$ cat config.mk
export PLATFORM = sky130hd
export DESIGN_NAME = frontend_top
export DESIGN_NICKNAME = d
export VERILOG_FILES = /design/src/common/frontend_pkg.sv /design/src/frontend_top.sv /design/src/fetch_unit.sv /design/src/predictor/predict_ctrl.sv /design/src/predictor/branch_predict.sv /design/src/imm_decoder.sv
export SDC_FILE = /design/constraint.sdc
export NUM_CORES = 1
export LEC_CHECK = 0
export BUFFER_PORTS_ARGS = -buffer_cell sky130_fd_sc_hd__buf_2
export CAP_MARGIN = 40
export CORE_MARGIN = 5
export CORE_UTILIZATION = 40
export DETAILED_ROUTE_END_ITERATION = 10
export PLACE_DENSITY_LB_ADDON = 0.08
export SLEW_MARGIN = 5
export SYNTH_ARGS = -nofsm -noshare
export SYNTH_HDL_FRONTEND = slang
export SYNTH_SLANG_ARGS = --single-unit
export TNS_END_PERCENT = 10
$ cat constraint.sdc
create_clock -name clk_i -period 5.25 [get_ports clk_i]
set_input_delay 0.525 -clock clk_i [delete_from_list [all_inputs] [get_ports clk_i]]
set_output_delay 0.525 -clock clk_i [all_outputs]
set_load 0.005 [all_outputs]
$ cat src/common/frontend_pkg.sv
// Front-end widths, opcodes, fetch/decode packet structs, cfg register map and fetch FSM states
package frontend_pkg;

    // Machine word width for RV32I
    localparam int unsigned XLEN = 32;

    // PC, instruction word and immediate
    typedef logic [XLEN-1:0] xlen_t;

    // Major opcode field, instr[6:0]
    typedef logic [6:0] opcode_t;

    // Control-flow opcodes seen by the predictor
    localparam opcode_t OPC_JAL    = 7'h6f;
    localparam opcode_t OPC_BRANCH = 7'h63;

    // Boot address
    localparam xlen_t RESET_PC = 32'h0000_0000;

    // Sequential fetch step, no compressed instructions
    localparam xlen_t PC_STEP = 32'd4;

    // Request to instruction memory
    typedef struct packed {
        xlen_t addr;
    } fetch_req_t;

    // Word returned by instruction memory
    typedef struct packed {
        xlen_t instr;
    } fetch_rsp_t;

    // Packet handed to decode
    typedef struct packed {
        xlen_t pc;
        xlen_t instr;
        logic  pred_taken;
        xlen_t pred_target;
    } fetch_pkt_t;

    // Corrected PC from the back-end
    typedef struct packed {
        xlen_t pc;
    } redirect_t;

    // Cfg register address
    typedef logic [1:0] cfg_addr_t;

    // Cfg register map
    localparam cfg_addr_t CFG_CTRL      = 2'd0;
    localparam cfg_addr_t CFG_PRED_CNT  = 2'd1;
    localparam cfg_addr_t CFG_TAKEN_CNT = 2'd2;
    localparam cfg_addr_t CFG_REDIR_CNT = 2'd3;

    // Fetch FSM
    typedef enum logic [1:0] {
        FETCH_REQ,
        FETCH_WAIT,
        FETCH_OUT,
        FETCH_DROP
    } fetch_state_e;

endpackage
$ cat src/frontend_top.sv
// Front-end top with fetch unit, immediate decoder, static predictor and cfg block
`timescale 1ns/100ps

module frontend_top (
    input  logic                     clk_i,
    input  logic                     rst_n_i,
    // Instruction memory
    output logic                     imem_req_valid_o,
    input  logic                     imem_req_ready_i,
    output frontend_pkg::fetch_req_t imem_req_o,
    input  logic                     imem_rsp_valid_i,
    output logic                     imem_rsp_ready_o,
    input  frontend_pkg::fetch_rsp_t imem_rsp_i,
    // Decode
    output logic                     pkt_valid_o,
    input  logic                     pkt_ready_i,
    output frontend_pkg::fetch_pkt_t pkt_o,
    // Back-end flush
    input  logic                     redirect_valid_i,
    input  frontend_pkg::redirect_t  redirect_i,
    // Cfg register port
    input  logic                     cfg_we_i,
    input  frontend_pkg::cfg_addr_t  cfg_addr_i,
    input  frontend_pkg::xlen_t      cfg_wdata_i,
    output frontend_pkg::xlen_t      cfg_rdata_o
);
    import frontend_pkg::*;

    xlen_t fetch_pc;
    xlen_t fetch_instr;
    xlen_t imm_b;
    xlen_t imm_j;
    logic  is_jal;
    logic  is_branch;
    logic  predict_taken;
    xlen_t predict_target;
    logic  predict_enable;
    logic  pred_event;
    logic  pred_taken;

    fetch_unit i_fetch_unit (
        .clk_i            (clk_i),
        .rst_n_i          (rst_n_i),
        .imem_req_valid_o (imem_req_valid_o),
        .imem_req_ready_i (imem_req_ready_i),
        .imem_req_o       (imem_req_o),
        .imem_rsp_valid_i (imem_rsp_valid_i),
        .imem_rsp_ready_o (imem_rsp_ready_o),
        .imem_rsp_i       (imem_rsp_i),
        .pkt_valid_o      (pkt_valid_o),
        .pkt_ready_i      (pkt_ready_i),
        .pkt_o            (pkt_o),
        .redirect_valid_i (redirect_valid_i),
        .redirect_i       (redirect_i),
        .fetch_pc_o       (fetch_pc),
        .fetch_instr_o    (fetch_instr),
        .predict_taken_i  (predict_taken),
        .predict_target_i (predict_target),
        .pred_event_o     (pred_event),
        .pred_taken_o     (pred_taken)
    );

    // Decoder sees the word while its response transfers
    imm_decoder i_imm_decoder (
        .instr_i     (fetch_instr),
        .imm_b_o     (imm_b),
        .imm_j_o     (imm_j),
        .is_jal_o    (is_jal),
        .is_branch_o (is_branch)
    );

    branch_predict i_branch_predict (
        .pc_i             (fetch_pc),
        .is_jal_i         (is_jal),
        .is_branch_i      (is_branch),
        .imm_b_i          (imm_b),
        .imm_j_i          (imm_j),
        .enable_i         (predict_enable),
        .predict_taken_o  (predict_taken),
        .predict_target_o (predict_target)
    );

    // Every redirect pulse is counted
    predict_ctrl i_predict_ctrl (
        .clk_i            (clk_i),
        .rst_n_i          (rst_n_i),
        .cfg_we_i         (cfg_we_i),
        .cfg_addr_i       (cfg_addr_i),
        .cfg_wdata_i      (cfg_wdata_i),
        .cfg_rdata_o      (cfg_rdata_o),
        .enable_o         (predict_enable),
        .pred_event_i     (pred_event),
        .pred_taken_i     (pred_taken),
        .redirect_event_i (redirect_valid_i)
    );

endmodule

$ cat src/fetch_unit.sv
// PC register, fetch FSM, imem request/response handshakes, redirect flush and decode packet
`timescale 1ns/100ps

module fetch_unit (
    input  logic                     clk_i,
    input  logic                     rst_n_i,
    output logic                     imem_req_valid_o,
    input  logic                     imem_req_ready_i,
    output frontend_pkg::fetch_req_t imem_req_o,
    input  logic                     imem_rsp_valid_i,
    output logic                     imem_rsp_ready_o,
    input  frontend_pkg::fetch_rsp_t imem_rsp_i,
    output logic                     pkt_valid_o,
    input  logic                     pkt_ready_i,
    output frontend_pkg::fetch_pkt_t pkt_o,
    input  logic                     redirect_valid_i,
    input  frontend_pkg::redirect_t  redirect_i,
    output frontend_pkg::xlen_t      fetch_pc_o,
    output frontend_pkg::xlen_t      fetch_instr_o,
    input  logic                     predict_taken_i,
    input  frontend_pkg::xlen_t      predict_target_i,
    output logic                     pred_event_o,
    output logic                     pred_taken_o
);
    import frontend_pkg::*;

    fetch_state_e state_q;
    fetch_state_e state_d;
    xlen_t        pc_q;
    xlen_t        pc_d;
    logic         req_valid_q;
    fetch_pkt_t   pkt_q;
    logic         req_fire;
    logic         rsp_fire;
    logic         pkt_fire;
    logic         pkt_latch;
    opcode_t      pkt_opcode;
    logic         pkt_is_cf;

    // Channel transfers
    assign req_fire = imem_req_valid_o && imem_req_ready_i;
    assign rsp_fire = imem_rsp_valid_i && imem_rsp_ready_o;
    assign pkt_fire = pkt_valid_o && pkt_ready_i;

    // Fresh word with no flush in the same cycle
    assign pkt_latch = (state_q == FETCH_WAIT) && rsp_fire && !redirect_valid_i;

    // Next state and next PC
    always_comb begin
        state_d = state_q;
        pc_d    = pc_q;
        unique case (state_q)
            FETCH_REQ: begin
                if (req_fire) begin
                    state_d = FETCH_WAIT;
                end
            end
            FETCH_WAIT: begin
                // Follow the prediction made on this word
                if (rsp_fire) begin
                    state_d = FETCH_OUT;
                    pc_d    = predict_taken_i ? predict_target_i : pc_q + PC_STEP;
                end
            end
            FETCH_OUT: begin
                // Hold under back-pressure, no new request
                if (pkt_fire) begin
                    state_d = FETCH_REQ;
                end
            end
            FETCH_DROP: begin
                if (rsp_fire) begin
                    state_d = FETCH_REQ;
                end
            end
            default: begin
                state_d = FETCH_REQ;
            end
        endcase
        // Redirect overrides everything
        // A request still in flight has to be drained first
        if (redirect_valid_i) begin
            pc_d = redirect_i.pc;
            if ((state_q == FETCH_REQ) && req_fire) begin
                state_d = FETCH_DROP;
            end else if (((state_q == FETCH_WAIT) || (state_q == FETCH_DROP)) && !rsp_fire) begin
                state_d = FETCH_DROP;
            end else begin
                state_d = FETCH_REQ;
            end
        end
    end

    // Control state
    // req_valid_q rises in the first cycle of FETCH_REQ
    always_ff @(posedge clk_i or negedge rst_n_i) begin
        if (!rst_n_i) begin
            state_q     <= FETCH_REQ;
            pc_q        <= RESET_PC;
            req_valid_q <= 1'b0;
        end else begin
            state_q     <= state_d;
            pc_q        <= pc_d;
            req_valid_q <= (state_d == FETCH_REQ);
        end
    end

    // Packet payload with the prediction of its word
    always_ff @(posedge clk_i) begin
        if (pkt_latch) begin
            pkt_q.pc          <= pc_q;
            pkt_q.instr       <= imem_rsp_i.instr;
            pkt_q.pred_taken  <= predict_taken_i;
            pkt_q.pred_target <= predict_target_i;
        end
    end

    // Memory side
    assign imem_req_valid_o = req_valid_q;
    assign imem_req_o.addr  = pc_q;
    assign imem_rsp_ready_o = (state_q == FETCH_WAIT) || (state_q == FETCH_DROP);

    // Word under prediction goes straight to decoder and predictor
    assign fetch_pc_o    = pc_q;
    assign fetch_instr_o = imem_rsp_i.instr;

    // Decode side
    assign pkt_valid_o = (state_q == FETCH_OUT);
    assign pkt_o       = pkt_q;

    // Statistics event on delivery of a control-flow word
    assign pkt_opcode   = pkt_q.instr[6:0];
    assign pkt_is_cf    = (pkt_opcode == OPC_JAL) || (pkt_opcode == OPC_BRANCH);
    assign pred_event_o = pkt_fire && pkt_is_cf;
    assign pred_taken_o = pred_event_o && pkt_q.pred_taken;

    // Request held stable until accepted, unless flushed
    a_req_hold: assert property (@(posedge clk_i) disable iff (!rst_n_i)
        imem_req_valid_o && !imem_req_ready_i && !redirect_valid_i
        |=> imem_req_valid_o && $stable(imem_req_o))
        else $error("fetch_unit: request dropped or changed before transfer");

    // Packet held stable under decode back-pressure, unless flushed
    a_pkt_hold: assert property (@(posedge clk_i) disable iff (!rst_n_i)
        pkt_valid_o && !pkt_ready_i && !redirect_valid_i
        |=> pkt_valid_o && $stable(pkt_o))
        else $error("fetch_unit: packet dropped or changed under back-pressure");

endmodule

$ cat src/predictor/predict_ctrl.sv
// Cfg registers with prediction enable and prediction, taken and redirect counters
`timescale 1ns/100ps

module predict_ctrl (
    input  logic                    clk_i,
    input  logic                    rst_n_i,
    input  logic                    cfg_we_i,
    input  frontend_pkg::cfg_addr_t cfg_addr_i,
    input  frontend_pkg::xlen_t     cfg_wdata_i,
    output frontend_pkg::xlen_t     cfg_rdata_o,
    output logic                    enable_o,
    input  logic                    pred_event_i,
    input  logic                    pred_taken_i,
    input  logic                    redirect_event_i
);
    import frontend_pkg::*;

    logic  enable_q;
    xlen_t pred_cnt_q;
    xlen_t taken_cnt_q;
    xlen_t redir_cnt_q;

    // Enable bit, on after reset
    always_ff @(posedge clk_i or negedge rst_n_i) begin
        if (!rst_n_i) begin
            enable_q <= 1'b1;
        end else if (cfg_we_i && (cfg_addr_i == CFG_CTRL)) begin
            enable_q <= cfg_wdata_i[0];
        end
    end

    // Event counters
    // Any write to a counter address clears it, write beats the event
    always_ff @(posedge clk_i or negedge rst_n_i) begin
        if (!rst_n_i) begin
            pred_cnt_q  <= '0;
            taken_cnt_q <= '0;
            redir_cnt_q <= '0;
        end else begin
            if (cfg_we_i && (cfg_addr_i == CFG_PRED_CNT)) begin
                pred_cnt_q <= '0;
            end else if (pred_event_i) begin
                pred_cnt_q <= pred_cnt_q + 1'b1;
            end
            if (cfg_we_i && (cfg_addr_i == CFG_TAKEN_CNT)) begin
                taken_cnt_q <= '0;
            end else if (pred_event_i && pred_taken_i) begin
                taken_cnt_q <= taken_cnt_q + 1'b1;
            end
            if (cfg_we_i && (cfg_addr_i == CFG_REDIR_CNT)) begin
                redir_cnt_q <= '0;
            end else if (redirect_event_i) begin
                redir_cnt_q <= redir_cnt_q + 1'b1;
            end
        end
    end

    // Read mux
    always_comb begin
        unique case (cfg_addr_i)
            CFG_CTRL:      cfg_rdata_o = {{(XLEN-1){1'b0}}, enable_q};
            CFG_PRED_CNT:  cfg_rdata_o = pred_cnt_q;
            CFG_TAKEN_CNT: cfg_rdata_o = taken_cnt_q;
            default:       cfg_rdata_o = redir_cnt_q;
        endcase
    end

    assign enable_o = enable_q;

endmodule

$ cat src/predictor/branch_predict.sv
// Static taken/not-taken prediction and target adder for one fetched word
`timescale 1ns/100ps

module branch_predict (
    input  frontend_pkg::xlen_t pc_i,
    input  logic                is_jal_i,
    input  logic                is_branch_i,
    input  frontend_pkg::xlen_t imm_b_i,
    input  frontend_pkg::xlen_t imm_j_i,
    input  logic                enable_i,
    output logic                predict_taken_o,
    output frontend_pkg::xlen_t predict_target_o
);
    import frontend_pkg::*;

    xlen_t offset;
    logic  backward;
    logic  taken_raw;

    // Offset selection
    // Non control-flow words get the sequential step
    always_comb begin
        if (is_jal_i) begin
            offset = imm_j_i;
        end else if (is_branch_i) begin
            offset = imm_b_i;
        end else begin
            offset = PC_STEP;
        end
    end

    // Negative branch offset means a loop back edge
    assign backward = imm_b_i[XLEN-1];

    // JAL always taken and a branch only when backward
    assign taken_raw = is_jal_i || (is_branch_i && backward);

    // Prediction switched off from the cfg block
    assign predict_taken_o = enable_i && taken_raw;

    // Target still computed when disabled so decode sees it
    assign predict_target_o = pc_i + offset;

endmodule

$ cat src/imm_decoder.sv
// B-type and J-type immediate extraction and control-flow opcode classification
`timescale 1ns/100ps

module imm_decoder (
    input  frontend_pkg::xlen_t instr_i,
    output frontend_pkg::xlen_t imm_b_o,
    output frontend_pkg::xlen_t imm_j_o,
    output logic                is_jal_o,
    output logic                is_branch_o
);
    import frontend_pkg::*;

    opcode_t opcode;
    logic    sign;

    // Major opcode in the low seven bits
    assign opcode = instr_i[6:0];

    // Both formats keep the sign in bit 31
    assign sign = instr_i[31];

    // B-type offset
    // imm[12|10:5] in 31:25, imm[4:1|11] in 11:7
    // Bit 0 always zero
    assign imm_b_o = {
        {20{sign}},
        instr_i[7],
        instr_i[30:25],
        instr_i[11:8],
        1'b0
    };

    // J-type offset
    // imm[20|10:1|11|19:12] packed into 31:12
    // Bit 0 always zero
    assign imm_j_o = {
        {12{sign}},
        instr_i[19:12],
        instr_i[20],
        instr_i[30:21],
        1'b0
    };

    // Opcode class
    // JALR is not predicted so it falls into neither class
    assign is_jal_o    = (opcode == OPC_JAL);
    assign is_branch_o = (opcode == OPC_BRANCH);

endmodule

== Yosys cells after proc, flatten, opt, wreduce, memory -nomap -nowiden ==
Cells that the tools add are included.

* Equality and inequality tests: 10
* Reductions and logical operators: 30
* $add $sub $neg: 5
* Mux-type cells: 21

{| class="wikitable"
|+ Operators with widths
! kind !! count
|-
| 32-bit two-way mux || 12
|-
| 32-bit by 1-bit adder with 32-bit output, second input constant || 3
|-
| 32-bit case mux with 3 select lines || 1
|-
| 32-bit by 3-bit adder with 32-bit output, second input constant || 1
|-
| 32-bit adder || 1
|-
| 7-bit equality test, second input constant || 4
|-
| 1-bit logical AND || 16
|-
| 2-bit two-way mux || 7
|-
| 2-bit nonzero test || 5
|-
| 2-bit equality test, second input constant || 4
|-
| 2-bit case mux with 4 select lines || 1
|-
| 2-bit logical NOT || 3
|-
| 2-bit by 1-bit equality test with 1-bit output, second input constant || 2
|-
| 1-bit logical OR || 3
|-
| 1-bit logical NOT || 2
|-
| 2-bit AND reduction || 1
|}

* Bits in registers: 229
* Output and inout port bits: 164
* Word-level logic and storage cells: 77
* Input bits: 105

== Logic depth before layout (Yosys ltp) ==
* Word-level depth: 9
* Gate-level depth with buffers: 18
* Mapped depth without buffers: 17

== Modules after synthesis ==
Synthesis repeated with hierarchy kept, for this count alone.

* Cells, all modules: 1,444
* Area total of the unflattened synthesis: 14,206.1 µm²

{| class="wikitable"
|+ By module, submodules not included
! module !! area an instance (µm²) !! cells an instance !! instances !! sequential area each (µm²)
|-
| fetch_unit || 5,885.6 || 483 || 1 || 3,788.6
|-
| predict_ctrl || 5,748.0 || 607 || 1 || 2,428.6
|-
| branch_predict || 2,043.2 || 284 || 1 || 0.0
|-
| imm_decoder || 529.3 || 70 || 1 || 0.0
|}

== Least setup slack after synthesis ==
No wires, ideal clock.

* Kind: input to register
* Start point: in redirect_valid_i
* End point: reg i_fetch_unit.pc_q[27] (netlist: i_fetch_unit.fetch_pc_o[27])
* Buffers on the path: 2
* Cell stages on the path: 7
* Data required time: 5,124 ps
* Slack: 1,095 ps
* Library setup time: 126 ps
* Arrival: 4,028 ps
* Cells stage by stage: clkbuf_1 or3_1 clkbuf_1 clkinv_1 a21oi_1 nand3b_1 a311o_1

* Longest elaborated chain between the ends: 2
* Elaborated cells on any way between the ends: 4
* Those cells by class: mux (1); reduce/logical (3)

{| class="wikitable"
|+ Ends and longest elaborated chain
! what !! line !! source
|-
| from (decl) || frontend_top.sv:19 || <nowiki>input logic redirect_valid_i,</nowiki>
|-
| 2-bit nonzero test (no line) || n/a ||
|-
| 2-bit AND reduction (no line) || n/a ||
|-
| to (signal assigned) || fetch_unit.sv:103 || <nowiki>pc_q <= pc_d;</nowiki>
|-
| to (decl) || fetch_unit.sv:29 || <nowiki>xlen_t pc_q;</nowiki>
|}

Parallel ways exist; a longest one is shown, timed or not.
A chain may end at the register's enable or synchronous reset.

== Worst setup path in the final report ==
* Start point: in imem_rsp_i[6] (netlist bit)
* End point: reg i_fetch_unit.pc_q[23] (netlist: i_fetch_unit.fetch_pc_o[23])

* Longest elaborated chain between the ends: 8
* Elaborated cells on any way between the ends: 12
* Those cells by class: add/sub (1); eq/ne (2); mux (6); reduce/logical (3)

{| class="wikitable"
|+ Ends and longest elaborated chain
! what !! line !! source
|-
| from (decl) || frontend_top.sv:13 || <nowiki>input frontend_pkg::fetch_rsp_t imem_rsp_i,</nowiki>
|-
| 7-bit equality test || imm_decoder.sv:47 || <nowiki>assign is_branch_o = (opcode == OPC_BRANCH);</nowiki>
|-
| 32-bit two-way mux || branch_predict.sv:25 || <nowiki>end else if (is_branch_i) begin</nowiki>
|-
| 32-bit two-way mux * || branch_predict.sv:23 || <nowiki>if (is_jal_i) begin</nowiki>
|-
| 32-bit adder * || branch_predict.sv:42 || <nowiki>assign predict_target_o = pc_i + offset;</nowiki>
|-
| net i_branch_predict.predict_target_o[23] || branch_predict.sv:12 || <nowiki>output frontend_pkg::xlen_t predict_target_o</nowiki>
|-
| 32-bit two-way mux * || fetch_unit.sv:62 || <nowiki>pc_d = predict_taken_i ? predict_target_i : pc_q + PC_STEP;</nowiki>
|-
| 32-bit two-way mux * || fetch_unit.sv:60 || <nowiki>if (rsp_fire) begin</nowiki>
|-
| 32-bit two-way mux * || fetch_unit.sv:52 || <nowiki>unique case (state_q)</nowiki>
|-
| 32-bit two-way mux * || fetch_unit.sv:82 || <nowiki>if (redirect_valid_i) begin</nowiki>
|}

Mark *: on every way through the listed nets, which the timed path passes. The rest lies on a longest branch. The select of a mux whose other input is x is not followed.

==> results.md <==
- Crit end category: flop
- Post-synth EDFFs: 96
- Layout cells sized above 1: 0.229
- Rel. slew slack: 0.388
- Worst hold margin: roughly 0.18 ns
- WL final: 36.4 mm
- Switching fraction of total power: 0.276
- P per Cell Area: 307 mW/mm2
- Top cell type's share of synthesized area: 0.261
- Internal power: 3350 uW
- Largest net degree at the start of global routing: 80
- Initial antenna violation count: 5
- Num CTS Buffers: 27
- Slowest stage delay, CP: ~0.52 ns
- Number of global-route vias before repair: just over 10k
- Clock sink count: approximately 230
- # rows: between 60 and 70
- Avg Inst Size Synth: 9.96 um2
- Final hold viol count: 0
- Syn Inst Count: around 1.3k
- Via count: a little over 10k
- RSZ-0062 raised after global routing: no
- First-pass GRT wire length: roughly 60 mm
- Combinational Power Share: 0.147
- Reg2Reg Depth: 11
- Critical Path Start Type: input pin
- Post-place instance area: 0.0142 mm2
- Die Wd: ~190 um
- Clock Pin Slew Worst Setup and Hold Paths: roughly 0.06 ns
- Clock power share: 0.388
- Synth area leader: dfrtp_1
- Total power: around 4600 uW
- Fin Clk Skew: about 0.024 ns
- Slowest-stage cell, CP: or2_2
- Syn Nets: 1402
- Synthesis-stage register bit count: approximately 230
- Fmax: 240 MHz
- Max clock buf depth: 3
- Nets: between 1.5k and 2k
- Chip Height: approximately 190 um
- DRC: 0
- CTS root buf: clkbuf_16
- Main synth FF type: dfrtp_1
- Lkg Pwr: around 0.0066 uW
- Placed wire-length estimate: roughly 26 mm
- Min cycle time layout: roughly 4.2 ns
- Seq pwr share: 0.466
- Post-CTS Repair Setup Buffers: 0
- Final setup fails: 0
- Required time worst endpoint: roughly 5.6 ns
- Later-pin clock latency in the skew report: around 0.53 ns
- Crit path arrival time: 4.53 ns
- Cell variety after synth: between 70 and 80
- CP max FO: 12
- Max rail drop VDD: ~0.21 mV
- ANT nets after route: 0
- I/O Buffers: around 240
- Critical path, cell by cell: buf_2, nor2b_1, nand4_1, or2_2, mux2i_1, nor2_1, ha_1, inv_1, fa_1, nor2b_1, o21a_1, a311o_1, a41oi_2, a211o_1, o21ai_0, xor2_1, o221ai_1, o211ai_1
- Setup CP Type: input pin to flop
- GRT Util Overall: 0.203
- Cells on Worst Hold Path: 1
- Worst Tran Pin Value: between 0.9 and 1 ns
- Total congestion overflow: 0
- Fin Setup TNS: 0 ns
- Core Region: slightly above 0.03 mm2
- Synth warn: 0
- Initial Utilization: 0.408
- Gpl congestion: ~0.87
- Final instance area: ~0.015 mm2
- Seq/Total Area, Yosys: 0.492
- Async SR Flop Fraction: 0.579
- Outcome: finished, final reports clean
- Critical path's most frequent cell: nor2b_1
- Layout area overhead: 19.9%
- Pre-CTS WS: 0.572 ns
- NetSw: approximately 1300 uW
- Final worst-path cycle share: 0.793
- Fillers: 2945
- Drt first pass iters: 5
- Die area: 0.0351 mm2
- Max Cap Viol: 0
- Drt first-iter violations: 610
- PostCTS Resize Cnt: 0
- Slew Limit Fails: 0
- Setup WS post-layout: ~1.1 ns
- Drt via density: 5.37
- Hold Crit Class: input pin to flop
- WL/cell: approximately 19 um
- CTS tree: yes
- Post-synthesis cell area: 0.0126 mm2
- H-tree depth: 1
- # IOs: between 200 and 300
- Synth area leaders: dfrtp_1 26%, edfxtp_1 23%, xor2_1 5.1%, nor2_1 4.7%, nand2_1 3.9%
## stage by stage
step	std cells	utilization
floorplan	1262	-
global placement	1844	0.457
detailed placement	1848	0.461
CTS	1899	0.489
global route	1900	0.489
finish	1900	0.489
## state kept, by name, summed over array words and instances, names as in the netlist
name	cells
i_fetch_unit.fetch_pc_o	32
i_fetch_unit.imem_req_valid_o	1
i_fetch_unit.pkt_o	96
i_fetch_unit.state_q	2
i_predict_ctrl.enable_o	1
i_predict_ctrl.pred_cnt_q	32
i_predict_ctrl.redir_cnt_q	32
i_predict_ctrl.taken_cnt_q	32
## layout by cell type (no fill, tap or decap), drive strengths merged, types with 18 or more instances in the layout
cell    synthesis  layout
buf            15     251
nor2          158     158
nand2         133     133
dfrtp         131     131
edfxtp         96      96
a21oi          84      84
xor2           73      73
o21ai          63      63
nand3          50      50
clkbuf         46      43
xnor2          37      37
ha             34      34
mux2           33      33
a22o           32      32
nand4          24      24
and3           23      23
inv            18      20
or3            19      19
a21o           18      18
## final cells by class
type                       instances  area, um2  area share
sequential                       228       6190       0.411
multi-input combinational        954       6070       0.403
tap                              396        495      0.0329
timing repair buffer             252       1390      0.0921
antenna                            1       2.50    0.000166
inverter                          19       73.8     0.00490
clock buffer                      43        786      0.0521
clock inverter                     7       63.8     0.00423
## per-layer routing
metal / routed length [um] / GRT usage / vias up
li1: - / - / 4982
met5: 54 / 0 / -
met2: 17500 / 0.348 / 277
met4: 656 / 0.0449 / 6
met3: 2260 / 0.0424 / 48
met1: 16000 / 0.266 / 4895
## power by group through the flow
stage | combinational [uW] | clock [uW] | sequential (uW)
floorplan | 382 | 0 | 2160
global placement | 670 | 0 | 2190
CTS | 689 | 1850 | 2160
detailed placement | 685 | 0 | 2190
finish | 679 | 1800 | 2160
global route | 758 | 1930 | 2180
## synth_stat cells, drive strengths merged (8+ instances only)
cell    count
and3       23
nor2b      12
buf        15
edfxtp     96
xor2       73
ha         34
nor2      158
mux2       33
clkbuf     46
o21a       13
a21o       18
dfrtp     131
and2       14
nand3      50
a31oi      10
or3        19
nand2     133
a21oi      84
a22o       32
o21ai      63
nand4      24
nor3       13
inv        18
xnor2      37
o22ai       8
a211oi     10
mux2i      11
## logic make-up after synthesis
| family | Yosys count | synth area share |
|---|---|---|
| compound gates | 279 | 0.147 |
| mux | 45 | 0.0401 |
| simple gates | 485 | 0.183 |
| buf+inv | 80 | 0.0253 |
| flops | 228 | 0.492 |
| fa+ha+maj | 35 | 0.0355 |
| xor+xnor | 110 | 0.0767 |
## worst max-delay path: cells and delay by family
kind,cells,cell delay [ns]
adder cells (fa/ha/maj),2,0.60
AO/OA/AOI/OAI,7,1.80
AND/OR/NAND/NOR,5,1.09
buffers and inverters,2,0.15
XOR/XNOR,1,0.18
multiplexers,1,0.16
## path summary, 6_finish.rpt
| kind | end | slack (ns) | startpoint |
|---|---|---|---|
| setup / recovery | i_fetch_unit.fetch_pc_o[23]$_DFFE_PN0P_ | 1.09 | imem_rsp_i[6] |
| hold / removal | i_fetch_unit.pkt_o[59]$_DFFE_PP_ | 0.18 | imem_rsp_i[26] |
| setup reg to reg | i_fetch_unit.fetch_pc_o[23]$_DFFE_PN0P_ | 1.81 | i_fetch_unit.fetch_pc_o[2]$_DFFE_PN0P_ |
| hold reg to reg | i_fetch_unit.pkt_o[0]$_DFFE_PP_ | 0.47 | i_fetch_unit.fetch_pc_o[0]$_DFFE_PN0P_ |
| max in group asynchronous | i_fetch_unit.fetch_pc_o[15]$_DFFE_PN0P_ | 3.99 | rst_n_i |
| min in group asynchronous | i_predict_ctrl.redir_cnt_q[8]$_DFFE_PN0P_ | 0.38 | rst_n_i |
## what timing repair did
item / CTS / global route
hold buffers: 1 / 0
hold endpoints to repair: 8 / 0
endpoints found under the setup margin: 0 / 0
No activity file was read; power rests on OpenSTA's default activity.
